**src/design/game_cfg.svh**
```systemverilog
`ifndef GAME_CFG_SVH
`define GAME_CFG_SVH

// playing field in grid cells
`define FIELD_WIDTH 60
`define FIELD_HEIGHT 45

// side of the square tank and target box
`define TANK_SIZE 3

// table sizes
`define MAX_BULLETS 8
`define MAX_TARGETS 4

// default clock cycles between bullet advances
`define BULLET_TICK_CYCLES 200

// BCD digits in the score
`define SCORE_DIGITS 4

`endif

```
**src/design/grid_pkg.sv**
```systemverilog
`default_nettype none

package grid_pkg;

    // one grid coordinate, x or y
    typedef logic [9:0] coord_t;

    // facing and travel direction
    typedef enum logic [1:0] {
        dir_left  = 2'b00,
        dir_right = 2'b01,
        dir_up    = 2'b10,
        dir_down  = 2'b11
    } dir_t;

endpackage

`default_nettype wire

```
**src/design/bullet_pkg.sv**
```systemverilog
`default_nettype none

package bullet_pkg;

    // index into the bullet table
    typedef logic [2:0] slot_t;

    // free slots held by the launcher
    typedef logic [3:0] credit_t;

    // who may use the bullet table in a cycle
    typedef enum logic {
        req_launcher = 1'b0,
        req_stepper  = 1'b1
    } requester_t;

endpackage

`default_nettype wire

```
**src/design/player_tank.sv**
```systemverilog
`default_nettype none
`timescale 1ns/1ps
`include "game_cfg.svh"

module player_tank
    import grid_pkg::*;
    import bullet_pkg::*;
(
    input  wire         clk_100mhz,
    input  wire         rst,
    input  wire         press,
    input  wire         move_btn,
    input  wire         shoot_btn,
    input  wire dir_t   dir_in,
    input  wire         credit_ret,
    input  wire         wr_gnt,
    output logic        running,
    output coord_t      player_x,
    output coord_t      player_y,
    output dir_t        player_dir,
    output logic        wr_req,
    output coord_t      wr_x,
    output coord_t      wr_y,
    output dir_t        wr_dir
);

    // bit 0 press, bit 1 move, bit 2 shoot
    logic [2:0] btn_s0;
    logic [2:0] btn_s1;
    logic [2:0] btn_s2;
    logic [2:0] btn_edge;
    dir_t       dir_s0;
    dir_t       dir_s1;
    credit_t    credits;
    coord_t     muzzle_x;
    coord_t     muzzle_y;
    logic       muzzle_ok;
    logic       spend;

    // two-flop synchronizer, then a registered rising edge
    always_ff @(posedge clk_100mhz) begin
        if (rst) begin
            btn_s0   <= '0;
            btn_s1   <= '0;
            btn_s2   <= '0;
            btn_edge <= '0;
            dir_s0   <= dir_right;
            dir_s1   <= dir_right;
        end else begin
            btn_s0   <= {shoot_btn, move_btn, press};
            btn_s1   <= btn_s0;
            btn_s2   <= btn_s1;
            btn_edge <= btn_s1 & ~btn_s2;
            dir_s0   <= dir_in;
            dir_s1   <= dir_s0;
        end
    end

    // cell just outside the tank on its facing side
    always_comb begin
        muzzle_x  = player_x + coord_t'(1);
        muzzle_y  = player_y + coord_t'(1);
        muzzle_ok = 1'b0;
        case (player_dir)
            dir_left: begin
                muzzle_x  = player_x - coord_t'(1);
                muzzle_ok = player_x != '0;
            end
            dir_right: begin
                muzzle_x  = player_x + coord_t'(`TANK_SIZE);
                muzzle_ok = player_x + coord_t'(`TANK_SIZE) < coord_t'(`FIELD_WIDTH);
            end
            dir_up: begin
                muzzle_y  = player_y - coord_t'(1);
                muzzle_ok = player_y != '0;
            end
            default: begin
                muzzle_y  = player_y + coord_t'(`TANK_SIZE);
                muzzle_ok = player_y + coord_t'(`TANK_SIZE) < coord_t'(`FIELD_HEIGHT);
            end
        endcase
    end

    assign spend = wr_req & wr_gnt;

    always_ff @(posedge clk_100mhz) begin
        if (rst) begin
            running    <= 1'b0;
            player_x   <= '0;
            player_y   <= '0;
            player_dir <= dir_right;
            wr_req     <= 1'b0;
            wr_x       <= '0;
            wr_y       <= '0;
            wr_dir     <= dir_right;
            credits    <= credit_t'(`MAX_BULLETS);
        end else begin
            if (btn_edge[0]) begin
                running <= 1'b1;
            end

            // turn always, step only if the 3x3 body stays inside
            if (running && btn_edge[1]) begin
                player_dir <= dir_s1;
                case (dir_s1)
                    dir_left:
                        if (player_x != '0) player_x <= player_x - coord_t'(1);
                    dir_right:
                        if (player_x < coord_t'(`FIELD_WIDTH - `TANK_SIZE))
                            player_x <= player_x + coord_t'(1);
                    dir_up:
                        if (player_y != '0) player_y <= player_y - coord_t'(1);
                    default:
                        if (player_y < coord_t'(`FIELD_HEIGHT - `TANK_SIZE))
                            player_y <= player_y + coord_t'(1);
                endcase
            end

            // shots while a request waits or without credit are dropped
            if (spend) begin
                wr_req <= 1'b0;
            end else if (running && btn_edge[2] && !wr_req && credits != '0 && muzzle_ok) begin
                wr_req <= 1'b1;
                wr_x   <= muzzle_x;
                wr_y   <= muzzle_y;
                wr_dir <= player_dir;
            end

            case ({spend, credit_ret})
                2'b10:   credits <= credits - credit_t'(1);
                2'b01:   credits <= credits + credit_t'(1);
                default: credits <= credits;
            endcase
        end
    end

endmodule

`default_nettype wire

```
**src/design/bullet_store.sv**
```systemverilog
`default_nettype none
`timescale 1ns/1ps
`include "game_cfg.svh"

module bullet_store
    import grid_pkg::*;
    import bullet_pkg::*;
(
    input  wire         clk_100mhz,
    input  wire         rst,
    input  wire         wr_req,
    input  wire coord_t wr_x,
    input  wire coord_t wr_y,
    input  wire dir_t   wr_dir,
    output logic        wr_gnt,
    output slot_t       wr_slot,
    input  wire         rd_req,
    input  wire slot_t  rd_slot,
    output logic        rd_gnt,
    output logic        rd_valid,
    output coord_t      rd_x,
    output coord_t      rd_y,
    output dir_t        rd_dir,
    input  wire         up_req,
    input  wire slot_t  up_slot,
    input  wire coord_t up_x,
    input  wire coord_t up_y,
    input  wire         up_kill,
    output logic [$clog2(`MAX_BULLETS + 1) - 1:0] bullet_count
);

    coord_t                  bx [`MAX_BULLETS];
    coord_t                  by [`MAX_BULLETS];
    dir_t                    bd [`MAX_BULLETS];
    logic [`MAX_BULLETS-1:0] valid;
    logic                    free_any;
    logic                    kill;
    requester_t              winner;

    // lowest free slot
    always_comb begin
        wr_slot  = '0;
        free_any = 1'b0;
        for (int i = `MAX_BULLETS - 1; i >= 0; i--) begin
            if (!valid[i]) begin
                wr_slot  = slot_t'(i);
                free_any = 1'b1;
            end
        end
    end

    // fixed priority, the stepper wins
    assign winner = rd_req ? req_stepper : req_launcher;
    assign rd_gnt = rd_req && winner == req_stepper;
    assign wr_gnt = wr_req && free_any && winner == req_launcher;

    // write-back of the stepper needs no grant
    assign kill = up_req & up_kill;

    always_ff @(posedge clk_100mhz) begin
        if (rst) begin
            valid        <= '0;
            bullet_count <= '0;
            rd_valid     <= 1'b0;
            rd_x         <= '0;
            rd_y         <= '0;
            rd_dir       <= dir_right;
        end else begin
            rd_valid <= rd_gnt & valid[rd_slot];
            if (rd_gnt) begin
                rd_x   <= bx[rd_slot];
                rd_y   <= by[rd_slot];
                rd_dir <= bd[rd_slot];
            end
            if (wr_gnt) valid[wr_slot] <= 1'b1;
            if (kill) valid[up_slot] <= 1'b0;
            case ({wr_gnt, kill})
                2'b10:   bullet_count <= bullet_count + 1'b1;
                2'b01:   bullet_count <= bullet_count - 1'b1;
                default: bullet_count <= bullet_count;
            endcase
        end
    end

    // table contents; a live slot and a free slot never coincide
    always_ff @(posedge clk_100mhz) begin
        if (wr_gnt) begin
            bx[wr_slot] <= wr_x;
            by[wr_slot] <= wr_y;
            bd[wr_slot] <= wr_dir;
        end
        if (up_req && !up_kill) begin
            bx[up_slot] <= up_x;
            by[up_slot] <= up_y;
        end
    end

endmodule

`default_nettype wire

```
**src/design/bullet_stepper.sv**
```systemverilog
`default_nettype none
`timescale 1ns/1ps
`include "game_cfg.svh"

module bullet_stepper
    import grid_pkg::*;
    import bullet_pkg::*;
#(
    parameter int TICK_CYCLES = `BULLET_TICK_CYCLES
) (
    input  wire         clk_100mhz,
    input  wire         rst,
    input  wire         running,
    output logic        rd_req,
    output slot_t       rd_slot,
    input  wire         rd_gnt,
    input  wire         rd_valid,
    input  wire coord_t rd_x,
    input  wire coord_t rd_y,
    input  wire dir_t   rd_dir,
    output logic        up_req,
    output slot_t       up_slot,
    output coord_t      up_x,
    output coord_t      up_y,
    output logic        up_kill,
    output logic        credit_ret,
    output logic        hit_probe_valid,
    output coord_t      hit_x,
    output coord_t      hit_y,
    input  wire         hit
);

    logic [$clog2(TICK_CYCLES + 1) - 1:0] tick_cnt;
    logic   tick;
    logic   reading;
    logic   pending;
    slot_t  pend_slot;
    coord_t next_x;
    coord_t next_y;
    logic   leaves;

    assign tick = running && tick_cnt == ($bits(tick_cnt))'(TICK_CYCLES - 1);

    always_ff @(posedge clk_100mhz) begin
        if (rst) begin
            tick_cnt  <= '0;
            reading   <= 1'b0;
            rd_slot   <= '0;
            pending   <= 1'b0;
            pend_slot <= '0;
        end else begin
            if (!running || tick) tick_cnt <= '0;
            else tick_cnt <= tick_cnt + 1'b1;

            // read of slot n+1 overlaps the write-back of slot n
            pending <= rd_req & rd_gnt;
            if (rd_req && rd_gnt) begin
                pend_slot <= rd_slot;
                if (rd_slot == slot_t'(`MAX_BULLETS - 1)) reading <= 1'b0;
                else rd_slot <= rd_slot + slot_t'(1);
            end else if (tick && !reading && !pending) begin
                reading <= 1'b1;
                rd_slot <= '0;
            end
        end
    end

    assign rd_req = reading;

    // next cell, or leave the field
    always_comb begin
        next_x = rd_x;
        next_y = rd_y;
        leaves = 1'b0;
        case (rd_dir)
            dir_left:
                if (rd_x == '0) leaves = 1'b1;
                else next_x = rd_x - coord_t'(1);
            dir_right:
                if (rd_x == coord_t'(`FIELD_WIDTH - 1)) leaves = 1'b1;
                else next_x = rd_x + coord_t'(1);
            dir_up:
                if (rd_y == '0) leaves = 1'b1;
                else next_y = rd_y - coord_t'(1);
            default:
                if (rd_y == coord_t'(`FIELD_HEIGHT - 1)) leaves = 1'b1;
                else next_y = rd_y + coord_t'(1);
        endcase
    end

    // empty slots read back invalid and get no write-back
    assign up_req          = pending & rd_valid;
    assign up_slot         = pend_slot;
    assign up_x            = next_x;
    assign up_y            = next_y;
    assign hit_probe_valid = up_req & ~leaves;
    assign hit_x           = next_x;
    assign hit_y           = next_y;
    assign up_kill         = leaves | (hit_probe_valid & hit);
    // one credit back per deleted bullet
    assign credit_ret      = up_req & up_kill;

endmodule

`default_nettype wire

```
**src/design/target_field.sv**
```systemverilog
`default_nettype none
`timescale 1ns/1ps
`include "game_cfg.svh"

module target_field
    import grid_pkg::*;
(
    input  wire         clk_100mhz,
    input  wire         rst,
    input  wire         running,
    input  wire         spawn_valid,
    input  wire coord_t spawn_x,
    input  wire coord_t spawn_y,
    input  wire         hit_probe_valid,
    input  wire coord_t hit_x,
    input  wire coord_t hit_y,
    output logic        hit,
    output logic [$clog2(`MAX_TARGETS + 1) - 1:0] target_count,
    output logic [4*`SCORE_DIGITS - 1:0]          score
);

    localparam int IDX_W = $clog2(`MAX_TARGETS);

    coord_t                  tx [`MAX_TARGETS];
    coord_t                  ty [`MAX_TARGETS];
    logic [`MAX_TARGETS-1:0] tvalid;
    logic [`MAX_TARGETS-1:0] match;
    logic [IDX_W-1:0]        hit_idx;
    logic [IDX_W-1:0]        free_idx;
    logic                    free_any;
    logic                    spawn_ok;
    logic [4*`SCORE_DIGITS - 1:0] score_inc;
    logic                    carry;

    // box test and first match, lowest free slot
    always_comb begin
        hit_idx  = '0;
        free_idx = '0;
        free_any = 1'b0;
        for (int i = `MAX_TARGETS - 1; i >= 0; i--) begin
            match[i] = tvalid[i]
                && hit_x >= tx[i] && hit_x < tx[i] + coord_t'(`TANK_SIZE)
                && hit_y >= ty[i] && hit_y < ty[i] + coord_t'(`TANK_SIZE);
            if (match[i]) hit_idx = IDX_W'(i);
            if (!tvalid[i]) begin
                free_idx = IDX_W'(i);
                free_any = 1'b1;
            end
        end
    end

    assign hit      = hit_probe_valid & (|match);
    assign spawn_ok = running & spawn_valid & free_any;

    // BCD increment; carry out of the top digit means 9999
    always_comb begin
        score_inc = score;
        carry     = 1'b1;
        for (int d = 0; d < `SCORE_DIGITS; d++) begin
            if (carry) begin
                if (score[4*d +: 4] == 4'd9) begin
                    score_inc[4*d +: 4] = 4'd0;
                end else begin
                    score_inc[4*d +: 4] = score[4*d +: 4] + 4'd1;
                    carry = 1'b0;
                end
            end
        end
    end

    always_ff @(posedge clk_100mhz) begin
        if (rst) begin
            tvalid       <= '0;
            target_count <= '0;
            score        <= '0;
        end else begin
            if (spawn_ok) tvalid[free_idx] <= 1'b1;
            if (hit) tvalid[hit_idx] <= 1'b0;
            if (hit && !carry) score <= score_inc;
            case ({spawn_ok, hit})
                2'b10:   target_count <= target_count + 1'b1;
                2'b01:   target_count <= target_count - 1'b1;
                default: target_count <= target_count;
            endcase
        end
    end

    always_ff @(posedge clk_100mhz) begin
        if (spawn_ok) begin
            tx[free_idx] <= spawn_x;
            ty[free_idx] <= spawn_y;
        end
    end

endmodule

`default_nettype wire

```
**src/design/tank_game_top.sv**
```systemverilog
`default_nettype none
`timescale 1ns/1ps
`include "game_cfg.svh"

module tank_game_top
    import grid_pkg::*;
    import bullet_pkg::*;
#(
    parameter int TICK_CYCLES = `BULLET_TICK_CYCLES
) (
    input  wire         clk_100mhz,
    input  wire         rst,
    input  wire         press,
    input  wire         move_btn,
    input  wire         shoot_btn,
    input  wire dir_t   dir_in,
    input  wire         spawn_valid,
    input  wire coord_t spawn_x,
    input  wire coord_t spawn_y,
    output logic        running,
    output coord_t      player_x,
    output coord_t      player_y,
    output dir_t        player_dir,
    output logic [$clog2(`MAX_BULLETS + 1) - 1:0] bullet_count,
    output logic [$clog2(`MAX_TARGETS + 1) - 1:0] target_count,
    output logic [4*`SCORE_DIGITS - 1:0]          score
);

    // launcher side
    logic   wr_req;
    logic   wr_gnt;
    coord_t wr_x;
    coord_t wr_y;
    dir_t   wr_dir;
    logic   credit_ret;

    // stepper side
    logic   rd_req;
    slot_t  rd_slot;
    logic   rd_gnt;
    logic   rd_valid;
    coord_t rd_x;
    coord_t rd_y;
    dir_t   rd_dir;
    logic   up_req;
    slot_t  up_slot;
    coord_t up_x;
    coord_t up_y;
    logic   up_kill;

    // hit probe
    logic   hit_probe_valid;
    coord_t hit_x;
    coord_t hit_y;
    logic   hit;

    player_tank player_tank_inst (
        .clk_100mhz (clk_100mhz),
        .rst        (rst),
        .press      (press),
        .move_btn   (move_btn),
        .shoot_btn  (shoot_btn),
        .dir_in     (dir_in),
        .credit_ret (credit_ret),
        .wr_gnt     (wr_gnt),
        .running    (running),
        .player_x   (player_x),
        .player_y   (player_y),
        .player_dir (player_dir),
        .wr_req     (wr_req),
        .wr_x       (wr_x),
        .wr_y       (wr_y),
        .wr_dir     (wr_dir)
    );

    bullet_store bullet_store_inst (
        .clk_100mhz   (clk_100mhz),
        .rst          (rst),
        .wr_req       (wr_req),
        .wr_x         (wr_x),
        .wr_y         (wr_y),
        .wr_dir       (wr_dir),
        .wr_gnt       (wr_gnt),
        .wr_slot      (),
        .rd_req       (rd_req),
        .rd_slot      (rd_slot),
        .rd_gnt       (rd_gnt),
        .rd_valid     (rd_valid),
        .rd_x         (rd_x),
        .rd_y         (rd_y),
        .rd_dir       (rd_dir),
        .up_req       (up_req),
        .up_slot      (up_slot),
        .up_x         (up_x),
        .up_y         (up_y),
        .up_kill      (up_kill),
        .bullet_count (bullet_count)
    );

    bullet_stepper #(
        .TICK_CYCLES (TICK_CYCLES)
    ) bullet_stepper_inst (
        .clk_100mhz      (clk_100mhz),
        .rst             (rst),
        .running         (running),
        .rd_req          (rd_req),
        .rd_slot         (rd_slot),
        .rd_gnt          (rd_gnt),
        .rd_valid        (rd_valid),
        .rd_x            (rd_x),
        .rd_y            (rd_y),
        .rd_dir          (rd_dir),
        .up_req          (up_req),
        .up_slot         (up_slot),
        .up_x            (up_x),
        .up_y            (up_y),
        .up_kill         (up_kill),
        .credit_ret      (credit_ret),
        .hit_probe_valid (hit_probe_valid),
        .hit_x           (hit_x),
        .hit_y           (hit_y),
        .hit             (hit)
    );

    target_field target_field_inst (
        .clk_100mhz      (clk_100mhz),
        .rst             (rst),
        .running         (running),
        .spawn_valid     (spawn_valid),
        .spawn_x         (spawn_x),
        .spawn_y         (spawn_y),
        .hit_probe_valid (hit_probe_valid),
        .hit_x           (hit_x),
        .hit_y           (hit_y),
        .hit             (hit),
        .target_count    (target_count),
        .score           (score)
    );

endmodule

`default_nettype wire

```
**config.mk**
```make
export PLATFORM = sky130hd
export DESIGN_NAME = tank_game_top
export DESIGN_NICKNAME = d
export VERILOG_FILES = /design/src/design/grid_pkg.sv /design/src/design/bullet_pkg.sv /design/src/design/player_tank.sv /design/src/design/bullet_store.sv /design/src/design/bullet_stepper.sv /design/src/design/target_field.sv /design/src/design/tank_game_top.sv
export VERILOG_INCLUDE_DIRS = /design/src /design/src/design
export SDC_FILE = /design/constraint.sdc
export NUM_CORES = 1
export LEC_CHECK = 0
export ABC_AREA = 1
export BUFFER_PORTS_ARGS = -buffer_cell sky130_fd_sc_hd__buf_2
export CAP_MARGIN = 20
export CORE_UTILIZATION = 35
export CTS_BUF_LIST = sky130_fd_sc_hd__clkbuf_16
export DETAILED_ROUTE_END_ITERATION = 16
export PLACE_DENSITY_LB_ADDON = 0.05
export SETUP_SLACK_MARGIN = 0.1
export SKIP_LAST_GASP = 1
export SYNTH_ARGS = -nofsm -noshare
export SYNTH_HDL_FRONTEND = slang
export SYNTH_SLANG_ARGS = --single-unit
```
**constraint.sdc**
```tcl
create_clock -name clk_100mhz -period 14 [get_ports clk_100mhz]
set_clock_uncertainty 0.1 [all_clocks]
set_input_delay 1.4 -clock clk_100mhz [delete_from_list [all_inputs] [get_ports clk_100mhz]]
set_output_delay 1.4 -clock clk_100mhz [all_outputs]
set_load 0.02 [all_outputs]
```
=== After elaboration in Yosys (flattened, before gate mapping) ===
Memory sizes are Yosys's and may differ from the RTL's. A register that Yosys moved wholly into a read port is not among the register bits.
Cells that the tools add are included.
Widths: inputs -> output; s select.

* Add/sub/neg operators: 30
* Magnitude comparators: 29
* Equal/unequal tests: 25
* Mux-type cells: 91
* Bitwise gates (word level): 23
* Reduce and logical (&&, ||, !) cells: 69

{| class="wikitable"
|+ Operators by type and width
! operator !! number
|-
| $pmux 10 s2 || 6
|-
| $add 10x2->10 const B || 10
|-
| $ge 10x10->1 || 8
|-
| $lt 10x10->1 || 8
|-
| $mux 10 || 8
|-
| $add 10x1->10 const B || 4
|-
| $lt 10x6->1 const B || 4
|-
| $sub 10x1->10 const B || 4
|-
| $mux 1 || 38
|-
| $logic_and 1x1->1 || 34
|-
| $mux 3 || 11
|-
| $mux 4 || 7
|-
| $add 4x1->4 const B || 6
|-
| $mux 8 || 3
|-
| $eq 10x6->1 const B || 2
|-
| $logic_not 10->1 || 2
|-
| $reduce_bool 10->1 || 2
|-
| $eq 4x4->1 const B || 4
|-
| $mux 2 || 8
|-
| $pmux 4 s2 || 2
|-
| $eq 2x1->1 const B || 6
|-
| $eq 2x2->1 const B || 6
|-
| $lt 3x4->1 const B || 3
|-
| $reduce_and 2->1 || 6
|-
| 35 further kinds || 75
|}

* Bits in registers: 118
* Bits in writable memories: 256
* Bits of input ports: 28
* Output and inout bits: 46
* Logic and storage cells: 301
* Memories: 5

{| class="wikitable"
|+ Memory list
! memory !! depth !! bits a word !! read ports !! clocked after memory_dff !! write ports !! line !! text
|-
| bullet_store_inst.bx || 8 || 10 || 1 || 1 || 2 || bullet_store.sv:32 || <nowiki>coord_t bx [`MAX_BULLETS];</nowiki>
|-
| bullet_store_inst.by || 8 || 10 || 1 || 1 || 2 || bullet_store.sv:33 || <nowiki>coord_t by [`MAX_BULLETS];</nowiki>
|-
| target_field_inst.tx || 4 || 10 || 4 || 0 || 1 || target_field.sv:24 || <nowiki>coord_t tx [`MAX_TARGETS];</nowiki>
|-
| target_field_inst.ty || 4 || 10 || 4 || 0 || 1 || target_field.sv:25 || <nowiki>coord_t ty [`MAX_TARGETS];</nowiki>
|-
| bullet_store_inst.bd || 8 || 2 || 1 || 1 || 1 || bullet_store.sv:34 || <nowiki>dir_t bd [`MAX_BULLETS];</nowiki>
|}

=== Logic depth before layout (Yosys ltp) ===
Gate-level depths: netlist of the first run.

* Depth after elaboration: 19
* Depth in mapped cells: 33
* Gate-level depth less buffers: 33

=== Modules after synthesis ===
Synthesis of the first run repeated with hierarchy kept, for this count alone.

* Cell total of the unflattened synthesis: 3,231
* Area, all modules: 25,692.1 sq um

{| class="wikitable"
|+ Modules (own cells, without submodules)
! module !! instances !! cells each !! area each (sq um) !! sequential area each (sq um)
|-
| bullet_store || 1 || 1,143 || 10,199.8 || 5,985.7
|-
| target_field || 1 || 1,061 || 8,703.3 || 2,862.7
|-
| player_tank || 1 || 669 || 4,601.9 || 1,321.3
|-
| bullet_stepper || 1 || 358 || 2,187.1 || 320.3
|}

=== Least setup slack after synthesis of the first run ===
OpenSTA, ideal clock, no wires.

* Kind: reg-to-reg
* Start point: register bullet_store_inst.rd_y[0], read port of bullet_store_inst.by
* End point: register player_tank_inst.credits[3]
* Setup time: 0.123 ns
* Arrival: 4.660 ns
* Required time: 13.777 ns
* Slack: 9.116 ns
* Cell stages (with the launch flop): 32
* Buffers on the path: 0
* Period minus slack after synthesis: 4.884 ns
* Cell sequence: dfxtp_1 > inv_1 > ha_1 > inv_1 > nor3_1 > nand4_1 > nor2_1 > nor2_1 > nand3_1 > xor2_1 > inv_1 > ha_1 > nand2_1 > nor2_1 > nand3_1 > nand3_1 > nand3_1 > nor2_1 > nand2_1 > nand2_1 > nor2_1 > a21oi_2 > ha_1 > inv_1 > ha_1 > and3_1 > a211oi_1 > nor2_1 > nor2_1 > nand2_1 > a21oi_1 > o21ai_0

* Word-level cells in the longest chain between the ends: 13
* Elaborated cells between the ends (all ways): 37
* Classes of those cells: add/sub (2); order compare (8); eq/ne (3); mux (7); bitwise (6); reduce/logical (11)

{| class="wikitable"
|+ RTL lines
! what !! line !! text
|-
| start: declaration || bullet_store.sv:22 || <nowiki>output coord_t rd_y,</nowiki>
|-
| $add 10x1->10, or another cell as far along || bullet_stepper.sv:87 || <nowiki>else next_y = rd_y + coord_t'(1);</nowiki>
|-
| $mux 10 (on tied branches) || bullet_stepper.sv:86, bullet_stepper.sv:83 ||
|-
| $pmux 10 s2 || bullet_stepper.sv:75 || <nowiki>case (rd_dir)</nowiki>
|-
| $ge 10x10->1 || target_field.sv:43 || <nowiki>&& hit_y >= ty[i] && hit_y < ty[i] + coord_t'(`TANK_SIZE);</nowiki>
|-
| $logic_and 1x1->1 (2 in series) || target_field.sv:41 || <nowiki>match[i] = tvalid[i]</nowiki>
|-
| $reduce_or 4->1 || target_field.sv:52 || <nowiki>assign hit = hit_probe_valid & (|match);</nowiki>
|-
| $and 1x1->1 || target_field.sv:52 ||
|-
| $and 1x1->1 || bullet_stepper.sv:99 || <nowiki>assign up_kill = leaves | (hit_probe_valid & hit);</nowiki>
|-
| $or 1x1->1 (*) || bullet_stepper.sv:99 ||
|-
| $and 1x1->1 (*) || bullet_stepper.sv:101 || <nowiki>assign credit_ret = up_req & up_kill;</nowiki>
|-
| $eq 2x1->1 / $eq 2x2->1 (equally long branches) || player_tank.sv:129 || <nowiki>case ({spend, credit_ret})</nowiki>
|-
| $pmux 4 s2 / $reduce_bool 2->1 (equally long branches) || - ||
|-
| end signal: assignment || player_tank.sv:130 || <nowiki>2'b10: credits <= credits - credit_t'(1);</nowiki>
|-
| end signal: assignment || player_tank.sv:131 || <nowiki>2'b01: credits <= credits + credit_t'(1);</nowiki>
|-
| end signal: assignment || player_tank.sv:132 || <nowiki>default: credits <= credits;</nowiki>
|-
| end: declaration || player_tank.sv:34 || <nowiki>credit_t credits;</nowiki>
|}

Every way passes the cells marked *; elsewhere a longest branch is shown, timed or not.
A chain may end at the register's enable or synchronous reset.

=== Worst setup path after layout of the first run ===
Same ends and word-level chain as after synthesis.

==> results of run 1 <==
==> worst max-delay path, delay by kind of cell, from the launching register on <==
family	cells	cell delay [ps]
and+or+nand+nor	18	3020
adders and majority gates	4	1190
AOI/OAI and AO/OA	4	970
buffers and inverters	5	790
DFF	1	330
xor gates and xnor gates	1	150
==> per-layer routing <==
| layer | global-route usage | wire length [µm] | share of wire | vias to the layer above |
|---|---|---|---|---|
| li1 | - | - | - | 10009 |
| met1 | 0.304 | 36300 | 0.48 | 9371 |
| met2 | 0.352 | 34300 | 0.45 | 463 |
| met3 | 0.0331 | 3940 | 0.052 | 90 |
| met4 | 0.0481 | 1360 | 0.018 | 2 |
| met5 | 0 | 13 | 0.00017 | - |
==> area by class of cell <==
type                    count  area share
diodes                      1   0.0000928
clock buffers              49      0.0455
clock inverters            42      0.0135
inverters                 369      0.0523
multi-input cells        2079       0.437
flip-flops and latches    396       0.389
well taps                 873      0.0405
repair buffers            102      0.0222
==> power by group <==
part | total [µW] | internal [µW] | switching [µW] | leakage [µW]
Clock | 1280 | 761 | 516 | 0.000826
Sequential | 1240 | 1240 | 2.86 | 0.00355
Combinational | 33.9 | 9.50 | 24.4 | 0.00723
==> flip-flops by register name (all words and copies together), names as in the netlist, 16 cells and up <==
name,cells
bullet_store_inst.bx,80
bullet_store_inst.bd,16
bullet_store_inst.by,80
target_field_inst.ty,40
target_field_inst.tx,40
target_field_inst.score,16
==> worst paths after layout <==
path / startpoint / end
max: bullet_store_inst.rd_y[0] / player_tank_inst.credits[3]
min: player_tank_inst.btn_s2[0] / player_tank_inst.btn_edge[0]
max reg2reg: bullet_store_inst.rd_y[0] / player_tank_inst.credits[3]
min reg2reg: player_tank_inst.btn_s2[0] / player_tank_inst.btn_edge[0]
==> Yosys cell counts, drive strengths merged <==
library cell  instances  area, µm²
a21o                  7       52.6
a31oi                 1       6.26
and3b                 1       8.76
edfxtp              256       7690
inv                 364       1390
clkinv                5       21.3
nor3                 68        372
or2                   5       31.3
nand3b                2       15.0
a221oi                1       15.0
o21a                  2       15.0
o31ai                 6       45.0
nor4                  6       37.5
a32o                  1       10.0
nor2                302       1150
o221ai               13        114
o311ai                2       17.5
nor3b                 5       42.5
o21bai                1       7.51
a211oi               13        108
o2111ai               1       8.76
ha                  191       2390
xnor2                11       96.3
nand2               638       2460
nand3               101        541
xor2                123       1080
o41ai                 1       8.76
buf                  47        288
o32ai                 1       8.76
clkbuf               60        226
fa                    3       60.1
o21ai               342       1720
o211ai               33        248
and2                  1       6.26
dfxtp               140       2800
and3                  3       18.8
nand4                19        119
o22ai                44        275
a21oi               131        659
==> stage by stage <==
step	utilization	hold WS (ps)	instances
floorplan	-	273	2951
finish	0.398	282	3911
CTS	0.398	285	3909
global placement	0.374	279	3817
global route	0.398	295	3910
detailed placement	0.374	283	3818
==> cells by family after synthesis <==
logic type                 Yosys count  synth area share
AOI/OAI and AO/OA                  600             0.137
xor gates and xnor gates           134            0.0486
adders and majority gates          194             0.101
buffers and inverters              476            0.0796
DFF                                396             0.434
and+or+nand+nor                   1151             0.199
==> parameters.txt, run 1 <==
Parameter                              Value

Placed design
  Input/output buffers ... 73
  Final RePlAce weighted congestion ... 0.878
  Worst slack at placement ... 7340 ps
  Dpl cell area ... 25400 µm²
  Detailed Place HPWL ... roughly 55 mm

Drt
  Remaining design rule violation count ... 0
  Number of DRC markers in iteration 0 ... 1463
  Wire length per cell ... 19.4 µm
  Vias ... 19935
  Detailed Route WL ... around 76 mm
  Detailed Routing Iterations Pass 1 ... 5
  Number of nets still failing antenna checks after routing ... 0
  Mean number of vias per cell ... 5.10

Final layout
  Register area ... between 10000 and 15000 µm²
  Layout cells sized above 1 ... 0.0767
  Post-layout instance area ... 27000 µm²
  Area taken by multi-input logic gates ... 11800 µm²
  Most frequent cells in the layout ... nand2_1, inv_1, nor2_1
  Area growth, synth to finish ... 11.6%
  # nets final ... approximately 3200
  Final-layout fill cell count ... 6951
  Most common library cell in the layout ignoring fill and taps ... nand2_1

Synth
  Synthesized flop and latch total ... roughly 400
  Number of warning messages in the yosys log ... 0
  Fraction of the yosys area taken by sequential cells ... 0.434
  Post-Synthesis Mean Instance Area ... 8.19 µm²
  Number of distinct library cells after synthesis ... 59
  Instance count of the mapped netlist ... 2951
  Post-synthesis net count ... around 3200
  Netlist area before placement ... roughly 24000 µm²

Floorplanning
  Vert. Die Dim ... roughly 260 µm
  Initial cell density of the core ... 0.357
  Overall die area ... 70100 µm²
  Count of standard-cell rows ... 95
  Core ar. ... between 60000 and 70000 µm²
  Overall die width ... between 200 and 300 µm
  Boundary pin count ... 74

Setup path
  Slowest cell on the critical path ... nor2_1
  Most common cell type on the critical path ... nor2_1
  Maximum fanout encountered on the critical timing path ... 10
  Required time at the endpoint of the critical path ... between 10000 and 15000 ps
  Slowest stage delay, CP ... 650 ps
  Data arrival at the endpoint of the critical path ... slightly above 7000 ps
  Logic depth of the worst register-to-register path ... 32
  R2R Setup Slk ... 7330 ps
  Setup CP Type ... flip-flop to flip-flop
  Startpoint type of the worst setup path ... flip-flop
  Nature of the critical path endpoint ... flip-flop

Clock tree
  CTS root buffer ... clkbuf_16
  Number of buffers added by the clock tree synthesis step ... 49
  Clock insertion delay at the later pin of the skew report ... 600 ps
  Clock tree buffer depth ... 3
  Total clock sinks ... between 300 and 400
  Number of hold-repair buffers added at the cts stage ... 0
  Clock-pin slew of the registers on the worst-case setup and hold paths ... 60 ps
  TritonCTS clock tree ... done
  CTS HTree Levels ... 2
  Number of buffers inserted to repair setup after CTS ... 0
  Count of instances resized after the clock tree is built ... 0

Global route
  Combined global-route utilization of all metal layers ... 0.217
  Wire length of the first global-routing pass ... 118 mm
  Number of global-route vias before repair ... a little under 20000
  Pin count of the biggest net entering global routing ... 93
  Aggregate global routing overflow ... 0
  Initial antenna violation count ... 1

Power and ir drop
  Power density of the placed cells ... 94.6 nW/µm²
  Total leakage power ... 0.0116 µW
  Power, Total ... 2550 µW
  Highest ir drop seen on vdd ... about 85 µV

Timing
  Number of endpoints failing setup at the final stage ... 0
  Setup ws final ... 7330 ps
  Timing-limited maximum frequency ... 150 MHz
  Final hold violation count ... 0
  Setup repair after global routing missed its margin ... false
  Clock period minus final worst setup slack ... roughly 6700 ps
  Pin slew with the least headroom to its limit ... 1150 ps
  Slew Limit Headroom ... 0.228
  Final total negative setup slack ... 0 ps
  Post-route fraction of the period consumed by the critical path ... 0.476
  Number of slew-limit violations in the final report ... 0

Worst hold path
  Worst hold path cell count ... 1
  Classification of the worst-slack hold path ... flip-flop to flip-flop

Status
  Outcome ... completed

Run
  Max-capacitance violation count ... 0
No activity file was read; power rests on OpenSTA's default activity.
==> inputs of run 2 (changes only) <==
clock period = 6.07 ns   (was 14 ns; I/O delays follow)
==> parameters.txt, run 2 (synthesized netlist as in run 1, its figures left out) <==
Parameter                              Value

Status
  Outcome ... completed

Global route
  Combined global-route utilization of all metal layers ... 0.213 (-0.00467)
  Aggregate global routing overflow ... 0 (unchanged)
  Number of global-route vias before repair ... 18991 (-3.6%)
  Wire length of the first global-routing pass ... 115 mm (-2.6%)
  Pin count of the biggest net entering global routing ... 63 (-32%)
  Initial antenna violation count ... 3 (+2)

Timing
  Final hold violation count ... 0 (unchanged)
  Clock period minus final worst setup slack ... 5470 ps (-1200 ps)
  Number of endpoints failing setup at the final stage ... 0 (unchanged)
  Pin slew with the least headroom to its limit ... 1070 ps (-82.8 ps)
  Timing-limited maximum frequency ... 183 MHz (+22%)
  Slew Limit Headroom ... 0.285 (+0.0570)
  Final total negative setup slack ... 0 ps (unchanged)
  Number of slew-limit violations in the final report ... 0 (unchanged)
  Post-route fraction of the period consumed by the critical path ... 0.901 (+0.425)
  Setup repair after global routing missed its margin ... false

Clock tree
  Clock-pin slew of the registers on the worst-case setup and hold paths ... 60 ps (about the same)
  Clock tree buffer depth ... 3 (unchanged)
  Clock insertion delay at the later pin of the skew report ... 600 ps (about the same)
  Total clock sinks ... 396 (unchanged)
  TritonCTS clock tree ... done
  CTS HTree Levels ... 2 (unchanged)
  Number of buffers inserted to repair setup after CTS ... 0 (unchanged)
  Number of buffers added by the clock tree synthesis step ... 48 (-2.0%)
  CTS root buffer ... clkbuf_16

Placed design
  Dpl cell area ... 25700 µm² (+1.2%)
  Placed Cells ... 3850 (+0.84%)
  Final RePlAce weighted congestion ... 0.854 (-2.8%)
  Detailed Place HPWL ... 52.7 mm (-3.6%)
  Input/output buffers ... 73 (unchanged)

Final layout
  Area taken by multi-input logic gates ... 11800 µm² (about the same)
  Layout cells sized above 1 ... 0.0884 (+0.0117)
  Register area ... 10500 µm² (unchanged)
  # nets final ... 3250 (+0.96%)
  Cell Count, Final, Fillers Out ... 3939 (+0.72%)
  Post-layout instance area ... 27200 µm² (+0.93%)
  Area growth, synth to finish ... 12.6%
  Most frequent cells in the layout ... nand2_1, inv_1, nor2_1
  Most common library cell in the layout ignoring fill and taps ... nand2_1
  Final-layout fill cell count ... 6859 (-1.3%)
  Largest registers ... bullet_store_inst.bx x80, bullet_store_inst.by x80

Setup path
  Largest delay contributor family on the critical path ... simple AND/OR/NAND/NOR gates
  Nature of the critical path endpoint ... flip-flop
  Setup CP Type ... flip-flop to flip-flop
  Slowest cell on the critical path ... nor2_1
  Most common cell type on the critical path ... nor2_1
  Slowest stage delay, CP ... 360 ps (-290 ps)
  CP Buf/Inv Count ... 4 (-1)
  Startpoint type of the worst setup path ... flip-flop
  Maximum fanout encountered on the critical timing path ... 8 (-2)
  Data arrival at the endpoint of the critical path ... 5850 ps (-1200 ps)
  Required time at the endpoint of the critical path ... 6460 ps (-7920 ps)

Power and ir drop
  Power density of the placed cells ... 212 nW/µm² (+120%)
  Total leakage power ... 0.0117 µW (+1.1%)
  Highest ir drop seen on vdd ... 198 µV (+130%)

Floorplanning
  Boundary pin count ... 74 (unchanged)
  Core ar. ... 67800 µm² (unchanged)
  Vert. Die Dim ... 265 µm (unchanged)
  Overall die width ... 265 µm (unchanged)
  Initial cell density of the core ... 0.357 (unchanged)
  Count of standard-cell rows ... 95 (unchanged)
  Overall die area ... 70100 µm² (unchanged)

Worst hold path
  Classification of the worst-slack hold path ... input pin to flip-flop

Drt
  Number of nets still failing antenna checks after routing ... 0 (unchanged)
  Detailed Route WL ... 74.5 mm (-1.8%)
  Wire length per cell ... 18.9 µm (-2.5%)
  Vias ... 19847 (-0.44%)
  Remaining design rule violation count ... 0 (unchanged)
  Detailed Routing Iterations Pass 1 ... 6 (+1)
  Mean number of vias per cell ... 5.04 (-1.1%)
  Number of DRC markers in iteration 0 ... 1463 (unchanged)

Run
  Max-capacitance violation count ... 0 (unchanged)
run 2: metal layers:
layer,GRT usage,share of wire,vias up
met2,0.339,0.45,420
met1,0.298,0.48,9252
met5,0,0.00044,-
met4,0.0626,0.026,4
li1,-,-,10070
met3,0.0304,0.045,101
run 2: worst paths after layout:
kind                              start                           end  slack, ps  cells after the start
min                            move_btn    player_tank_inst.btn_s0[1]        110                      3
max reg2reg   bullet_store_inst.rd_y[0]   player_tank_inst.credits[3]        600                     31
max           bullet_store_inst.rd_y[0]   player_tank_inst.credits[3]        600                     31
min reg2reg  player_tank_inst.btn_s2[1]  player_tank_inst.btn_edge[1]        290                      1
run 2: power breakdown:
part	switching (µW)	internal [µW]
Combinational	56.1	23.0
Clock	1200	1630
Sequential	6.63	2850
Total	1270	4510
run 2: cell type report:
type / count / area share
diodes: 2 / 0.000184
clock buffers: 49 / 0.0451
clock inverters: 37 / 0.0106
inverters: 369 / 0.0518
multi-input cells: 2079 / 0.433
flip-flops and latches: 396 / 0.386
well taps: 873 / 0.0401
repair buffers: 134 / 0.0336
run 2: what timing repair did:
item                                    in CTS  in global routing
gates resized for setup                      0                  3
endpoints found under the setup margin       0                  3
hold buffers                                 0                  0
run 2: per-stage QoR:
step / power [µW] / hold slack [ps] / setup WS, ps / utilization
2_1_floorplan: 2960 / 273 / 1190 / -
3_3_place_gp: 3000 / 278 / 359 / 0.379
3_5_place_dp: 3000 / 282 / 274 / 0.379
4_1_cts: 5850 / 77.4 / 240 / 0.401
5_1_grt: 5950 / 97.7 / 112 / 0.401
6_report: 5770 / 113 / 603 / 0.402
run 2: worst register-to-register path, delay by kind of cell, from the launching register on:
family	cells	cell delay [ps]
adders and majority gates	4	1090
and+or+nand+nor	18	2340
DFF	1	320
AOI/OAI and AO/OA	4	590
buffers and inverters	4	560
xor gates and xnor gates	1	350
